==> config.mk <==
export PLATFORM = sky130hd
export DESIGN_NAME = qv_mem_subsys
export DESIGN_NICKNAME = d
export VERILOG_FILES = /design/src/design/qv_pkg.sv /design/src/design/qv_mem_subsys.sv /design/src/design/qspi_mem_ctrl.sv /design/src/design/qspi_shifter.sv /design/src/design/qv_bus_router.sv
export SDC_FILE = /design/constraint.sdc
export NUM_CORES = 1
export LEC_CHECK = 0
export BUFFER_PORTS_ARGS = -buffer_cell sky130_fd_sc_hd__buf_2
export CORE_AREA = 4 4 130 132
export CTS_BUF_LIST = sky130_fd_sc_hd__clkbuf_2 sky130_fd_sc_hd__clkbuf_4 sky130_fd_sc_hd__clkbuf_8
export DETAILED_ROUTE_END_ITERATION = 10
export DIE_AREA = 0 0 134 136
export PLACE_DENSITY = 0.74
export SYNTH_ARGS = -nofsm -noshare
export SYNTH_HDL_FRONTEND = slang
export SYNTH_HIERARCHICAL = 1
export SYNTH_SLANG_ARGS = --single-unit
==> constraint.sdc <==
create_clock -name clk -period 2.8 [get_ports clk]
set_input_delay 0.14 -clock clk [delete_from_list [all_inputs] [get_ports clk]]
set_output_delay 0.14 -clock clk [all_outputs]
set_load 0.01 [all_outputs]
==> src/design/qv_pkg.sv <==
// Memory subsystem shared definitions
`default_nettype none

package qv_pkg;

  // Bus widths
  typedef logic [27:0] addr_t;      // Full data-bus address
  typedef logic [24:0] mem_addr_t;  // Address inside the memory region
  typedef logic [31:0] word_t;
  typedef logic [3:0]  nibble_t;    // QSPI lane group

  // Transaction size codes, shared by read and write requests
  typedef logic [1:0] txn_size_t;

  localparam txn_size_t SIZE_BYTE = 2'b00;
  localparam txn_size_t SIZE_HALF = 2'b01;
  localparam txn_size_t SIZE_WORD = 2'b10;
  localparam txn_size_t SIZE_NONE = 2'b11;  // No request

  // QSPI command bytes
  localparam logic [7:0] CMD_READ  = 8'heb;  // Quad I/O read
  localparam logic [7:0] CMD_WRITE = 8'h38;  // Quad write

  // Memory map inside the memory region
  // Flash sits below RAM A, RAM B runs to the top of the region
  localparam mem_addr_t RAM_A_BASE = 25'h1000000;
  localparam mem_addr_t RAM_B_BASE = 25'h1800000;

endpackage

`default_nettype wire
==> src/design/qv_mem_subsys.sv <==
// Memory subsystem top level
`timescale 1ns/1ps
`default_nettype none

module qv_mem_subsys #(
  parameter int unsigned DUMMY_NIBBLES = 4
) (
  input  logic              clk,
  input  logic              arst_n,

  // Processor data bus
  input  qv_pkg::addr_t     data_addr,
  input  qv_pkg::txn_size_t data_write_n,  // SIZE_NONE when no write
  input  qv_pkg::txn_size_t data_read_n,   // SIZE_NONE when no read
  input  qv_pkg::word_t     data_out,
  output logic              data_ready,
  output qv_pkg::word_t     data_in,

  // External peripheral bus
  output qv_pkg::addr_t     periph_addr,
  output qv_pkg::txn_size_t periph_write_n,
  output qv_pkg::txn_size_t periph_read_n,
  output qv_pkg::word_t     periph_wdata,
  input  logic              periph_ready,
  input  qv_pkg::word_t     periph_rdata,

  // QSPI pins
  input  qv_pkg::nibble_t   spi_data_in,
  output qv_pkg::nibble_t   spi_data_out,
  output qv_pkg::nibble_t   spi_data_oe,
  output logic              spi_clk_out,
  output logic              spi_flash_select,
  output logic              spi_ram_a_select,
  output logic              spi_ram_b_select
);

  import qv_pkg::*;

  // Router to memory controller
  txn_size_t mem_write_n;
  txn_size_t mem_read_n;
  logic      mem_ready;
  word_t     mem_rdata;

  // Address and data go out on the peripheral bus unconditionally
  assign periph_addr  = data_addr;
  assign periph_wdata = data_out;

  qv_bus_router router_i (
    .req_addr        (data_addr),
    .req_write_n     (data_write_n),
    .req_read_n      (data_read_n),
    .mem_write_n     (mem_write_n),
    .mem_read_n      (mem_read_n),
    .mem_ready       (mem_ready),
    .mem_rdata       (mem_rdata),
    .periph_write_n  (periph_write_n),
    .periph_read_n   (periph_read_n),
    .periph_ready_in (periph_ready),
    .periph_rdata_in (periph_rdata),
    .rsp_ready       (data_ready),
    .rsp_rdata       (data_in)
  );

  qspi_mem_ctrl #(
    .DUMMY_NIBBLES (DUMMY_NIBBLES)
  ) mem_ctrl_i (
    .clk              (clk),
    .arst_n           (arst_n),
    .data_addr        (data_addr[24:0]),  // Offset inside the memory region
    .data_write_n     (mem_write_n),
    .data_read_n      (mem_read_n),
    .data_to_write    (data_out),
    .data_ready       (mem_ready),
    .data_from_read   (mem_rdata),
    .spi_data_in      (spi_data_in),
    .spi_data_out     (spi_data_out),
    .spi_data_oe      (spi_data_oe),
    .spi_clk_out      (spi_clk_out),
    .spi_flash_select (spi_flash_select),
    .spi_ram_a_select (spi_ram_a_select),
    .spi_ram_b_select (spi_ram_b_select)
  );

endmodule

`default_nettype wire

==> src/design/qspi_mem_ctrl.sv <==
// QSPI flash and RAM controller
`timescale 1ns/1ps
`default_nettype none

module qspi_mem_ctrl #(
  parameter int unsigned DUMMY_NIBBLES = 4  // Read turnaround length
) (
  input  logic              clk,
  input  logic              arst_n,

  // Memory request, held until data_ready
  input  qv_pkg::mem_addr_t data_addr,
  input  qv_pkg::txn_size_t data_write_n,
  input  qv_pkg::txn_size_t data_read_n,
  input  qv_pkg::word_t     data_to_write,
  output logic              data_ready,
  output qv_pkg::word_t     data_from_read,

  // QSPI pins
  input  qv_pkg::nibble_t   spi_data_in,
  output qv_pkg::nibble_t   spi_data_out,
  output qv_pkg::nibble_t   spi_data_oe,
  output logic              spi_clk_out,
  output logic              spi_flash_select,
  output logic              spi_ram_a_select,
  output logic              spi_ram_b_select
);

  import qv_pkg::*;

  typedef enum logic [2:0] {
    ST_IDLE,
    ST_CMD,
    ST_ADDR,
    ST_DUMMY,
    ST_DATA,
    ST_FINISH
  } state_t;

  state_t     state;
  txn_size_t  req_size;
  logic       req_valid;
  logic       req_is_read;
  logic       hit_flash;
  logic       hit_ram_a;
  logic       hit_ram_b;
  mem_addr_t  chip_offset;
  txn_size_t  size_q;
  logic       read_q;
  word_t      wdata_swapped;
  word_t      rdata_packed;

  // Shifter handshake
  logic       shift_start;
  logic [3:0] shift_nibbles;
  word_t      shift_out;
  logic       shift_drive;
  logic       shift_done;
  word_t      shift_in;

  // Two nibbles per byte on the wire
  function automatic logic [3:0] size_nibbles(input txn_size_t size);
    logic [3:0] n;
    case (size)
      SIZE_BYTE: n = 4'd2;
      SIZE_HALF: n = 4'd4;
      default:   n = 4'd8;
    endcase
    return n;
  endfunction

  assign req_is_read = (data_read_n != SIZE_NONE);
  assign req_valid   = req_is_read || (data_write_n != SIZE_NONE);
  assign req_size    = req_is_read ? data_read_n : data_write_n;

  // Chip decode
  assign hit_ram_b = (data_addr >= RAM_B_BASE);
  assign hit_ram_a = (data_addr >= RAM_A_BASE) && !hit_ram_b;
  assign hit_flash = (data_addr < RAM_A_BASE);

  always_comb begin
    if (hit_ram_b) begin
      chip_offset = data_addr - RAM_B_BASE;
    end else if (hit_ram_a) begin
      chip_offset = data_addr - RAM_A_BASE;
    end else begin
      chip_offset = data_addr;
    end
  end

  // Byte 0 goes out first, high nibble first within each byte
  assign wdata_swapped = {data_to_write[7:0], data_to_write[15:8],
                          data_to_write[23:16], data_to_write[31:24]};

  // Stream arrives byte 0 first, so undo the order per size
  always_comb begin
    case (size_q)
      SIZE_BYTE: rdata_packed = {24'h0, shift_in[7:0]};
      SIZE_HALF: rdata_packed = {16'h0, shift_in[7:0], shift_in[15:8]};
      default:   rdata_packed = {shift_in[7:0], shift_in[15:8],
                                 shift_in[23:16], shift_in[31:24]};
    endcase
  end

  always_ff @(posedge clk or negedge arst_n) begin
    if (!arst_n) begin
      state            <= ST_IDLE;
      size_q           <= SIZE_NONE;
      read_q           <= 1'b0;
      shift_start      <= 1'b0;
      shift_nibbles    <= 4'd0;
      shift_out        <= '0;
      shift_drive      <= 1'b0;
      data_ready       <= 1'b0;
      spi_flash_select <= 1'b1;
      spi_ram_a_select <= 1'b1;
      spi_ram_b_select <= 1'b1;
    end else begin
      shift_start <= 1'b0;
      data_ready  <= 1'b0;
      case (state)
        ST_IDLE: begin
          if (req_valid) begin
            size_q <= req_size;
            read_q <= req_is_read;
            if (hit_flash && !req_is_read) begin
              data_ready <= 1'b1;  // Flash is read-only, drop the write
              state      <= ST_FINISH;
            end else begin
              spi_flash_select <= !hit_flash;
              spi_ram_a_select <= !hit_ram_a;
              spi_ram_b_select <= !hit_ram_b;
              shift_out     <= {(req_is_read ? CMD_READ : CMD_WRITE), 24'h0};
              shift_nibbles <= 4'd2;
              shift_drive   <= 1'b1;
              shift_start   <= 1'b1;
              state         <= ST_CMD;
            end
          end
        end
        ST_CMD: begin
          if (shift_done) begin
            shift_out     <= {chip_offset[23:0], 8'h00};
            shift_nibbles <= 4'd6;
            shift_start   <= 1'b1;
            state         <= ST_ADDR;
          end
        end
        ST_ADDR: begin
          if (shift_done) begin
            shift_start <= 1'b1;
            if (read_q) begin
              shift_nibbles <= 4'(DUMMY_NIBBLES);
              shift_drive   <= 1'b0;  // Release the lanes for turnaround
              state         <= ST_DUMMY;
            end else begin
              shift_out     <= wdata_swapped;
              shift_nibbles <= size_nibbles(size_q);
              state         <= ST_DATA;
            end
          end
        end
        ST_DUMMY: begin
          if (shift_done) begin
            shift_nibbles <= size_nibbles(size_q);
            shift_start   <= 1'b1;
            state         <= ST_DATA;
          end
        end
        ST_DATA: begin
          if (shift_done) begin
            spi_flash_select <= 1'b1;
            spi_ram_a_select <= 1'b1;
            spi_ram_b_select <= 1'b1;
            shift_drive      <= 1'b0;
            data_ready       <= 1'b1;
            state            <= ST_FINISH;
          end
        end
        default: state <= ST_IDLE;  // FINISH keeps selects high a cycle
      endcase
    end
  end

  // Read result, held until the next read completes
  always_ff @(posedge clk) begin
    if (state == ST_DATA && shift_done && read_q) begin
      data_from_read <= rdata_packed;
    end
  end

  qspi_shifter shifter_i (
    .clk           (clk),
    .arst_n        (arst_n),
    .shift_start   (shift_start),
    .shift_nibbles (shift_nibbles),
    .shift_out     (shift_out),
    .shift_drive   (shift_drive),
    .shift_done    (shift_done),
    .shift_in      (shift_in),
    .spi_data_in   (spi_data_in),
    .spi_data_out  (spi_data_out),
    .spi_data_oe   (spi_data_oe),
    .spi_clk_out   (spi_clk_out)
  );

endmodule

`default_nettype wire

==> src/design/qspi_shifter.sv <==
// QSPI nibble shifter
`timescale 1ns/1ps
`default_nettype none

module qspi_shifter (
  input  logic            clk,
  input  logic            arst_n,

  // Control from the sequencer
  input  logic            shift_start,    // One-cycle pulse
  input  logic [3:0]      shift_nibbles,  // Nibbles in this burst
  input  qv_pkg::word_t   shift_out,      // Sent MSB nibble first
  input  logic            shift_drive,    // Drive lanes when set
  output logic            shift_done,
  output qv_pkg::word_t   shift_in,       // Captured nibbles, newest at the bottom

  // QSPI pins
  input  qv_pkg::nibble_t spi_data_in,
  output qv_pkg::nibble_t spi_data_out,
  output qv_pkg::nibble_t spi_data_oe,
  output logic            spi_clk_out
);

  import qv_pkg::*;

  logic       active;
  logic [3:0] nib_cnt;  // Nibbles still to go
  word_t      out_sreg;

  assign spi_data_out = out_sreg[31:28];
  assign spi_data_oe  = (active && shift_drive) ? 4'hf : 4'h0;

  // Clock generation and nibble count
  always_ff @(posedge clk or negedge arst_n) begin
    if (!arst_n) begin
      active      <= 1'b0;
      nib_cnt     <= 4'd0;
      spi_clk_out <= 1'b0;
      shift_done  <= 1'b0;
    end else begin
      shift_done <= 1'b0;
      if (shift_start) begin
        active      <= 1'b1;
        nib_cnt     <= shift_nibbles;
        spi_clk_out <= 1'b0;
      end else if (active) begin
        spi_clk_out <= !spi_clk_out;
        // Falling edge closes the current nibble
        if (spi_clk_out) begin
          nib_cnt <= nib_cnt - 4'd1;
          if (nib_cnt == 4'd1) begin
            active     <= 1'b0;
            shift_done <= 1'b1;
          end
        end
      end
    end
  end

  // Data moves on the edge that takes the QSPI clock low
  always_ff @(posedge clk) begin
    if (shift_start) begin
      out_sreg <= shift_out;
      shift_in <= '0;  // Short reads come back zero-filled
    end else if (active && spi_clk_out) begin
      out_sreg <= {out_sreg[27:0], 4'h0};
      if (!shift_drive) begin
        shift_in <= {shift_in[27:0], spi_data_in};
      end
    end
  end

endmodule

`default_nettype wire

==> src/design/qv_bus_router.sv <==
// Data bus region router
`timescale 1ns/1ps
`default_nettype none

module qv_bus_router (
  // Request from the processor side
  input  qv_pkg::addr_t     req_addr,
  input  qv_pkg::txn_size_t req_write_n,
  input  qv_pkg::txn_size_t req_read_n,

  // Memory controller side
  output qv_pkg::txn_size_t mem_write_n,
  output qv_pkg::txn_size_t mem_read_n,
  input  logic              mem_ready,
  input  qv_pkg::word_t     mem_rdata,

  // External peripheral side
  output qv_pkg::txn_size_t periph_write_n,
  output qv_pkg::txn_size_t periph_read_n,
  input  logic              periph_ready_in,
  input  qv_pkg::word_t     periph_rdata_in,

  // Response back to the processor
  output logic              rsp_ready,
  output qv_pkg::word_t     rsp_rdata
);

  import qv_pkg::*;

  logic is_mem;

  // Memory region is the bottom 32 MB of the address space
  assign is_mem = (req_addr[27:25] == 3'b000);

  // Only the selected side ever sees an active size code
  assign mem_write_n    = is_mem ? req_write_n : SIZE_NONE;
  assign mem_read_n     = is_mem ? req_read_n  : SIZE_NONE;
  assign periph_write_n = is_mem ? SIZE_NONE   : req_write_n;
  assign periph_read_n  = is_mem ? SIZE_NONE   : req_read_n;

  // Response comes from whichever side owns the address
  always_comb begin
    if (is_mem) begin
      rsp_ready = mem_ready;
      rsp_rdata = mem_rdata;
    end else begin
      rsp_ready = periph_ready_in;  // Same-cycle pass-through
      rsp_rdata = periph_rdata_in;
    end
  end

endmodule

`default_nettype wire

==> results.md, run 1 <==
- The flow ran to the end, and the final reports show no timing, DRC or antenna violations.
- The number of hold violations in the final report was 0.
- Across all hold checks on the routed design, the worst slack comes to 0.0460 ns.
- The sequential cell fraction of total power is 0.485.
- The most area-hungry cell type in the Yosys netlist is edfxtp_1.
- Of the total synthesized cell area, the portion taken by full adders, half adders and majority gates is 0.00332.
- After floorplanning, the core was divided into 46 placement rows.
- The power density relative to cell area is 891 nW/um^2.
- For this run, the post-layout net count is between 900 and 1000.
- After floorplanning, the core was sized to cover ~16000 um^2.
- The sort of element at the end of the critical path is a register.
- The count of warnings emitted by yosys is 6.
- The detail-routed net length per standard cell is 14.7 um.
- The starting density of the core is 0.480.
- The startpoint of the tightest hold check path is data_addr[24].
- In the routed design, unresolved DRC markers number 0.
- The remaining global-route overflow is 0.
- For this run, the detailed router's first-pass iteration total came to 5.
- The maximum number of buffers from clock root to sink is 2.
- In this run the remaining antenna-violating nets after routing total 0.
- Setup violations remaining at the end of the flow were counted as 0.
- The largest clock skew in the final design is 0.0176 ns.
- The count of buffers added on input and output ports is about 210.
- Data on the critical path is required at its endpoint by roughly 3.1 ns.
- The worst vdd rail ir drop is roughly 0.00039 V.
- Synthesis produced a netlist whose cell count is 654.
- The max-slew violation total from the final report is 0.
- The fraction of power consumed by combinational cells is 0.303.
- The worst hold path belongs to the class in -> reg.
- Compared with the post-synthesis result, the final layout area differs by 16.2%.
- Entering global routing, the biggest net connects 46 pins.
- The tool flagged a number of max-cap violations equal to 0.
- Headroom to the max-slew limit came out at 0.420.
- Of the total power, the clock network draws 0.212.
- The DRC marker count from the first detailed-route iteration is 302.
- Setup repair after global routing left no endpoint under its margin.
- After synthesis, the share of flip-flops with an asynchronous set or reset is 0.360.
- The first element of the critical path is mem_ctrl_i/state[1].
- TritonCTS built the clock tree.
- The routed layout has between 5000 and 6000 vias.
- The die is 136 um tall.
- The compound-cell area share of the yosys netlist was 0.107.
- Summed over all cells, the static leakage comes to between 3 and 4 nW.
- The final layout contains routed wiring with a total length of between 15000 and 20000 um.
- The count of state elements after synthesis is 150.
- In the final layout, the share of cells above drive strength 1 is 0.458.
- In the post-synthesis netlist, the biggest area contributors are edfxtp_1, dfrtp_1, mux2_2.
- The width of the die is 134 um.
- The reg-to-reg startpoint is mem_ctrl_i/state[1].
- Of the post-synthesis cell area, the dominant cell type holds 0.255.
- In this run the worst path has a maximum fanout of 32.
- The first global-routing pass estimated 24400 um of wire.
- The post-synthesis net count is 759.
- The tree built by TritonCTS fans out to 150 sinks.
- The combinational family with the most area after synthesis is multiplexers.
- Internal power comes to around 5.2 mW.
- The initial antenna violation count came to 0.
- The pin slew with the least headroom to its limit is about 0.87 ns.
- For this run, the leading register cell type out of synthesis is edfxtp_1.
- The number of different library cells in the post-synthesis netlist is 58.
- In the finished design, the share of the clock period the worst path needs comes to 0.762.
- The vias per cell is 5.00.
- In this run the mean area of a mapped cell was approximately 12 um^2.
- Of the total synthesized cell area, the portion taken by AND, OR, NAND and NOR gates is 0.102.
- The time the worst path needs with I/O delays and setup is about 2.1 ns.
- At the later pin of the worst-skew pair, clock insertion delay measures 0.44 ns.
- The detailed-placement wirelength estimate is 10700 um.
- The congestion estimate from routability-driven global placement came to 0.778.
- The share of the Yosys chip area taken by registers is 0.520.
- After synthesis, the share of cell area in mux cells is 0.156.
- The post-CTS clock slew at the launch and capture registers of the worst setup and hold paths is about 0.080 ns.
- The tree is rooted in a clkbuf_8.
- The die covers around 18000 um^2.
- The total CTS buffers is 17.
- The mapped cell area is 7540 um^2.
- The number of antenna cells inserted is 0.
- The overall track demand over capacity in global routing is 0.166.
- The H-tree was split into 4 levels.
- Of the total power, the share spent switching nets is 0.330.
- The via count of the first global-routing pass is 4906.
- roughly 210 I/O pins were placed.
- The XOR/XNOR share of the synthesized area is 0.00348.
- The arrival time of data at the critical path endpoint is 2.45 ns.
- The fmax is approximately 470 MHz.
- Yosys mapped a number of flops with a built-in enable equal to 64.
- The startpoint kind of the worst setup timing path is a register.
- The type of the worst setup path is reg -> reg.
- The net switching power of the design is 2.58 mW.
- For the final routed database, the setup TNS stands at 0 ns.
-- metal layers --
| layer | track usage | vias to the layer above | routed length (um) |
|---|---|---|---|
| li1 | - | 2542 | - |
| met1 | 0.217 | 2447 | 6640 |
| met2 | 0.274 | 177 | 7450 |
| met3 | 0.0440 | 11 | 955 |
| met4 | 0.0469 | 0 | 120 |
| met5 | 0 | - | 0 |
-- kinds of logic (layout without fill, tap and decap cells) --
group	after synthesis	count (layout)
flops	150	150
compound gates	112	112
mux	106	106
fa+ha+maj	2	2
xor+xnor	3	3
other cells	1	1
simple gates	159	159
buf+inv	121	286
-- worst max-delay path, cell delays in order (launching register included) --
cell      delay [ns]
dfrtp_1         0.66
nor2b_1         0.19
o21ai_1         0.09
a221oi_4        0.23
buf_4           0.42
mux2_2          0.39
-- sequential cells by signal, summed over array words and instances, names as in the netlist --
signal / cells
mem_ctrl_i/shifter_i/spi_clk_out: 1
mem_ctrl_i/shift_nibbles: 3
mem_ctrl_i/read_q: 1
mem_ctrl_i/spi_flash_select: 1
mem_ctrl_i/spi_ram_b_select: 1
mem_ctrl_i/shift_out: 32
mem_ctrl_i/size_q: 2
mem_ctrl_i/spi_ram_a_select: 1
mem_ctrl_i/shifter_i/active: 1
mem_ctrl_i/data_from_read: 32
mem_ctrl_i/shifter_i/nib_cnt: 4
mem_ctrl_i/shift_start: 1
mem_ctrl_i/state: 3
mem_ctrl_i/shifter_i/shift_in: 32
mem_ctrl_i/shift_drive: 1
mem_ctrl_i/shifter_i/out_sreg: 32
mem_ctrl_i/data_ready: 1
mem_ctrl_i/shifter_i/shift_done: 1
-- power by group through the flow --
stage	Sequential (mW)	Clock, mW	Combinational, mW
final	3.79	1.65	2.37
after global routing	3.87	1.79	2.64
after CTS	3.78	1.69	2.40
after detailed placement	3.82	0	2.37
after global placement	3.81	0	2.30
after floorplan	3.55	0	2.00
-- cells in the final DEF (no fill, tap or decap), types with 4 or more instances in the layout --
cell,instances
buf_2,211
nand2_1,95
mux2_2,85
edfxtp_1,64
dfrtp_1,48
dfxtp_1,32
o21ai_0,27
a22o_1,24
a21oi_1,22
and2_1,21
clkbuf_8,19
mux2i_1,17
dlygate4sd3_1,15
inv_1,15
a21oi_2,15
buf_4,13
nor2b_1,6
nor2_1,6
a221o_1,5
nand2b_1,5
dfstp_2,5
clkinv_2,4
nor3_1,4
nand3_1,4
or2_2,4
-- Yosys cell counts (5+ instances only) --
cell type  count
clkbuf_1       8
buf_2         15
and2_1        21
nand2b_1       5
o21ai_0       27
dfrtp_1       49
dfstp_2        5
mux2_2        85
dfxtp_1       32
buf_6         11
a22o_1        24
inv_1         15
a221o_1        5
nor2b_1        6
a21oi_1       22
nand2_1       95
edfxtp_1      64
buf_4         69
a21oi_2       15
nor2_1         6
mux2i_1       17
-- area by class of cell --
type,instances,area [um^2]
clock buffer,21,277
clock inverter,11,120
fill,1311,6950
inverter,15,56.3
multi-input combinational,383,2820
sequential,150,3920
tap,216,270
timing repair buffer,239,1300
-- worst paths after layout --
path	slack, ns	end	cells after the start
worst max-delay path	0.67	mem_ctrl_i/shift_out[22]	5
worst min-delay path	0.05	mem_ctrl_i/spi_flash_select	2
worst max register to register	0.67	mem_ctrl_i/shift_out[22]	5
worst min register to register	0.46	mem_ctrl_i/shifter_i/shift_in[29]	2
max in group asynchronous	1.68	mem_ctrl_i/shift_out[22]	3
min in group asynchronous	0.34	mem_ctrl_i/shift_out[14]	2
-- repair_timing --
item                                   CTS  global route
hold buffers                            15             0
gates resized for setup                  0             0
endpoints found under the hold margin   46             0
setup buffers                            0             0
-- metrics by stage --
stage          setup slack (ns)  power [mW]  cells   util  cell area (um^2)
6_report                  0.667        7.81   1035  0.558              8770
5_1_grt                   0.478        8.30   1035  0.558              8770
3_5_place_dp              0.610        6.19    988  0.523              8220
4_1_cts                   0.658        7.87   1035  0.558              8770
2_1_floorplan             0.758        5.55    654      -              7540
3_3_place_gp              0.629        6.12    988  0.523              8220
Note: power is estimated with default switching activity, not from simulation.
==> run 2, diff against run 1 <==
--- a/config.mk
+++ b/config.mk
@@ -5,11 +5,12 @@
 export SDC_FILE = /design/constraint.sdc
 export NUM_CORES = 1
 export LEC_CHECK = 0
+export ABC_AREA = 1
 export BUFFER_PORTS_ARGS = -buffer_cell sky130_fd_sc_hd__buf_2
-export CORE_AREA = 4 4 130 132
+export CORE_AREA = 4 4 132 134
 export CTS_BUF_LIST = sky130_fd_sc_hd__clkbuf_2 sky130_fd_sc_hd__clkbuf_4 sky130_fd_sc_hd__clkbuf_8
 export DETAILED_ROUTE_END_ITERATION = 10
-export DIE_AREA = 0 0 134 136
+export DIE_AREA = 0 0 136 138
 export PLACE_DENSITY = 0.74
 export SYNTH_ARGS = -nofsm -noshare
 export SYNTH_HDL_FRONTEND = slang
==> constraint.sdc (replaced) <==
create_clock -name clk -period 2.1 [get_ports clk]
set_input_delay 0.105 -clock clk [delete_from_list [all_inputs] [get_ports clk]]
set_output_delay 0.105 -clock clk [all_outputs]
set_load 0.01 [all_outputs]
==> run 2 against run 1 <==
- via count increased by 28%
- maximum frequency increased by 22%
- synthesized area increased by 3.5%
- sequential cell count unchanged
- sequential power increased by 37%
- critical path type unchanged
- largest cell class unchanged
==> results.md, run 2 <==
- The detailed-placement wirelength estimate is 12900 um (was 10700 um).
- The vertical die dimension is 138 um (was 136 um).
- The startpoint kind of the worst setup timing path is a register (unchanged).
- The via count of the first global-routing pass was 6329 (was 4906).
- The category of cells accounting for the largest share of critical-path delay is simple AND/OR/NAND/NOR gates (was flip-flops).
- The portion of total power attributed to the clock network was 0.199 (was 0.212).
- The clock insertion delay at the later pin of the skew report is 0.45 ns (was 0.44 ns).
- The post-synthesis average cell area was 8.02 um^2 (was 11.5 um^2).
- The leading cell type by number of instances after synthesis is nand2_1 (unchanged).
- The number of failing setup endpoints in the final timing report is 0 (unchanged).
- The post-detailed-placement cell area is 8500 um^2 (was 8220 um^2).
- The sort of element at the end of the critical path is a register (unchanged).
- The number of hold violations in the final report was 0 (unchanged).
- The time the worst path needs with I/O delays and setup came to 1.74 ns (was 2.13 ns).
- The final weighted congestion in routability-driven placement is 0.871 (was 0.778).
- The post-layout worst setup margin was 0.358 ns (was 0.667 ns).
- Leading post-synthesis cells by cell area: edfxtp_1, nand2_1, dfrtp_1 (was edfxtp_1, dfrtp_1, mux2_2).
- The largest fanout on the critical path is 32 (unchanged).
- The global-route wire length before repair is 30600 um (was 24400 um).
- The net switching power of the design is 4.99 mW (was 2.58 mW).
- The combined area of the multi-input logic cells was 2850 um^2 (was 2820 um^2).
- The width of the die is 136 um (was 134 um).
- The register area was 3920 um^2 (about the same).
- The library cell contributing the largest single delay on the critical path was dfrtp_1 (unchanged).
- The type of the most critical hold path is in -> reg (unchanged).
- The share of Yosys cell area claimed by the top area cell type is 0.246 (was 0.255).
- The global-route track usage on met3 was 0.0451 (was 0.0440).
- The most numerous cell type found on the critical path is nand2_1.
- The largest stage delay on the critical path is 0.46 ns (was 0.66 ns).
- The die footprint is 18800 um^2 (was 18200 um^2).
- The number of antenna cells inserted is 0 (unchanged).
- The commonest register cell after synthesis is edfxtp_1 (unchanged).
- The mapped cell area is 7800 um^2 (was 7540 um^2).
- The largest clock skew in the final design is 0.0143 ns (was 0.0176 ns).
- The count of state elements after synthesis is 150 (unchanged).
- The internal power is 7.45 mW (was 5.23 mW).
- RSZ-0062 raised after global routing: false (unchanged).
- The detail-routed net length per standard cell is 13.5 um (was 14.7 um).
- The normalized max-slew margin was 0.621 (was 0.420).
- The post-CTS clock slew at the launch and capture registers of the worst setup and hold paths is 0.09 ns (was 0.08 ns).
- The worst slack at placement came to 0.210 ns (was 0.610 ns).
- The residual DRC count is 0 (unchanged).
- The synthesis-to-layout area growth is 18.8% (was 16.2%).
- The number of clock sinks is 150 (unchanged).
- The sequential share of the synthesized area is 0.502 (was 0.520).
- The worst vdd rail ir drop came to 0.000607 V (was 0.000394 V).
- The count of warnings emitted by yosys is 6 (unchanged).
- The number of iterations in the first detailed-routing pass is 5 (unchanged).
- The post-synthesis cell count was 973 (was 654).
- The remaining antenna violation count is 0 (unchanged).
- The post-route clock period utilization was 0.830 (was 0.762).
- The busiest layer in global routing is met2 (unchanged).
- Result of the run: finished clean (unchanged).
- The post-route cell area is 9270 um^2 (was 8770 um^2).
- The met2 track demand over resource in global routing is 0.325 (was 0.274).
- The most area-hungry cell type in the Yosys netlist was edfxtp_1 (unchanged).
- The clock root buffer is clkbuf_8 (unchanged).
- The overall track demand over capacity in global routing is 0.200 (was 0.166).
- The remaining global-route overflow is 0 (unchanged).
- The static leakage power is 4.86 nW (was 3.75 nW).
- The buffering stage count on the worst path with inverters included is 2 (was 1).
- The number of different library cells in the post-synthesis netlist is 36 (was 58).
- The count of H-tree levels built during CTS is 4 (unchanged).
- The worst hold slack after final layout came to 0.0311 ns (was 0.0460 ns).
- The max-cap violation count is 0 (unchanged).
- Leading cell types by count after synthesis: nand2_1, nand3_1, nor2_1 (was nand2_1, mux2_2, buf_4).
- The total core area was 16300 um^2 (was 15700 um^2).
- The overall power consumption is 12.4 mW (was 7.81 mW).
- The final layout net count is 1242 (was 911).
- The maximum number of pins on one net before global-route repair is 41 (was 46).
- The sum of routed wire length over all layers is 18600 um (was 15200 um).
- The total CTS buffers is 17 (unchanged).
- The final standard cell utilization of the core is 0.569 (was 0.558).
- The fraction of met1 tracks used by global routing is 0.267 (was 0.217).
- The number of flops mapped to enable cells by yosys came to 64 (unchanged).
- The type of the worst setup path was reg -> reg (unchanged).
- The maximum number of buffers from clock root to sink came to 2 (unchanged).
- The post-synthesis net count is 1078 (was 759).
- The count of standard-cell rows is 47 (was 46).
- The required arrival time at the worst endpoint is 2.48 ns (was 3.12 ns).
- The power density relative to cell area is 1340 nW/um^2 (was 891 nW/um^2).
- The pin slew with the least headroom to its limit is 0.569 ns (was 0.870 ns).
- The fraction of power consumed by combinational cells is 0.383 (was 0.303).
- The TritonCTS clock tree is done (unchanged).
- The post-CTS resize count was 0 (unchanged).
- The initial antenna violation count is 0 (unchanged).
- The count of port buffers added during placement was 211 (unchanged).
- The number of cells after detailed placement is 1306 (was 988).
- The fmax is 574 MHz (was 469 MHz).
- The starting density of the core is 0.479 (was 0.480).
- The DRC marker count from the first detailed-route iteration is 577 (was 302).
- The proportion of layout cells with a drive suffix above 1 is 0.265 (was 0.458).
- Top library cells by usage in the layout, fill and taps aside: nand2_1, buf_2, nand3_1 (was buf_2, nand2_1, mux2_2).
- The sequential cell fraction of total power is 0.418 (was 0.485).
- The non-filler instance count after layout is 1370 (was 1035).
- The total I/O pin count is 212 (unchanged).
- The vias per cell was 4.85 (was 5.00).
- The routed via count is 6640 (was 5177).
- The leading cell type in the layout, fill and taps excluded was nand2_1 (was buf_2).
- The switching part of the total power was 0.401 (was 0.330).
- The layout filler cell count is 1443 (was 1311).
- The async set-or-reset flop fraction in the synthesized netlist is 0.360 (unchanged).
- The setup TNS is 0 ns (unchanged).
- The arrival time of data at the critical path endpoint is 2.12 ns (was 2.45 ns).
- CP cell instances: inv_2, nand3_2, nand2_2, nand2_1, nand3_2, buf_4, nand2_1, nand2_1 (was nor2b_1, o21ai_1, a221oi_4, buf_4, mux2_2).
- The max-slew violation total from the final report was 0 (unchanged).
-- run 2: kinds of logic after synthesis --
group / share of synthesized area
flip-flops: 0.502
adder cells (fa/ha/maj): 0.00321
XOR/XNOR: 0.00112
other: 0.000481
AND/OR/NAND/NOR: 0.307
AO/OA/AOI/OAI: 0.0518
buffers and inverters: 0.134
-- run 2: final cells by class --
class,instances,share of cell area
sequential,150,0.423
clock inverter,13,0.0208
timing repair buffer,259,0.165
inverter,65,0.0266
tap,220,0.0297
clock buffer,19,0.0275
multi-input combinational,644,0.307
-- run 2: what timing repair did --
item                       CTS  global route
setup endpoints to repair    0             0
setup buffers                0             0
hold buffers                32             0
hold endpoints to repair    46             0
-- run 2: routing by layer --
layer	up-vias	part of all wire	wire, um
li1	3363	-	-
met1	2969	0.44	8230
met2	287	0.47	8650
met3	21	0.076	1420
met4	0	0.014	255
met5	-	0	0
-- run 2: path summary, 6_finish.rpt --
kind	cells after the start	endpoint	startpoint	slack, ns
max in group asynchronous	3	mem_ctrl_i/spi_ram_b_select	arst_n	1.26
max reg2reg	8	mem_ctrl_i/shift_out[25]	mem_ctrl_i/state[2]	0.36
min	5	mem_ctrl_i/shift_out[18]	data_out[10]	0.03
min reg2reg	2	mem_ctrl_i/spi_flash_select	mem_ctrl_i/spi_flash_select	0.47
min in group asynchronous	2	mem_ctrl_i/shift_out[21]	arst_n	0.19
max	8	mem_ctrl_i/shift_out[25]	mem_ctrl_i/state[2]	0.36
-- run 2: worst reg2reg max path, stage by stage (launching register included) --
cell	delay, ns
dfrtp_1	0.46
inv_2	0.21
nand3_2	0.16
nand2_2	0.15
nand2_1	0.08
nand3_2	0.08
buf_4	0.35
nand2_1	0.11
nand2_1	0.09
-- run 2: power groups by stage --
stage | clock, mW | sequential (mW) | combinational [mW]
final | 2.47 | 5.21 | 4.76
after global routing | 2.67 | 5.35 | 5.45
after CTS | 2.53 | 5.20 | 4.77
after detailed placement | 0 | 5.25 | 4.69
after global placement | 0 | 5.24 | 4.59
after floorplan | 0 | 5.04 | 3.85
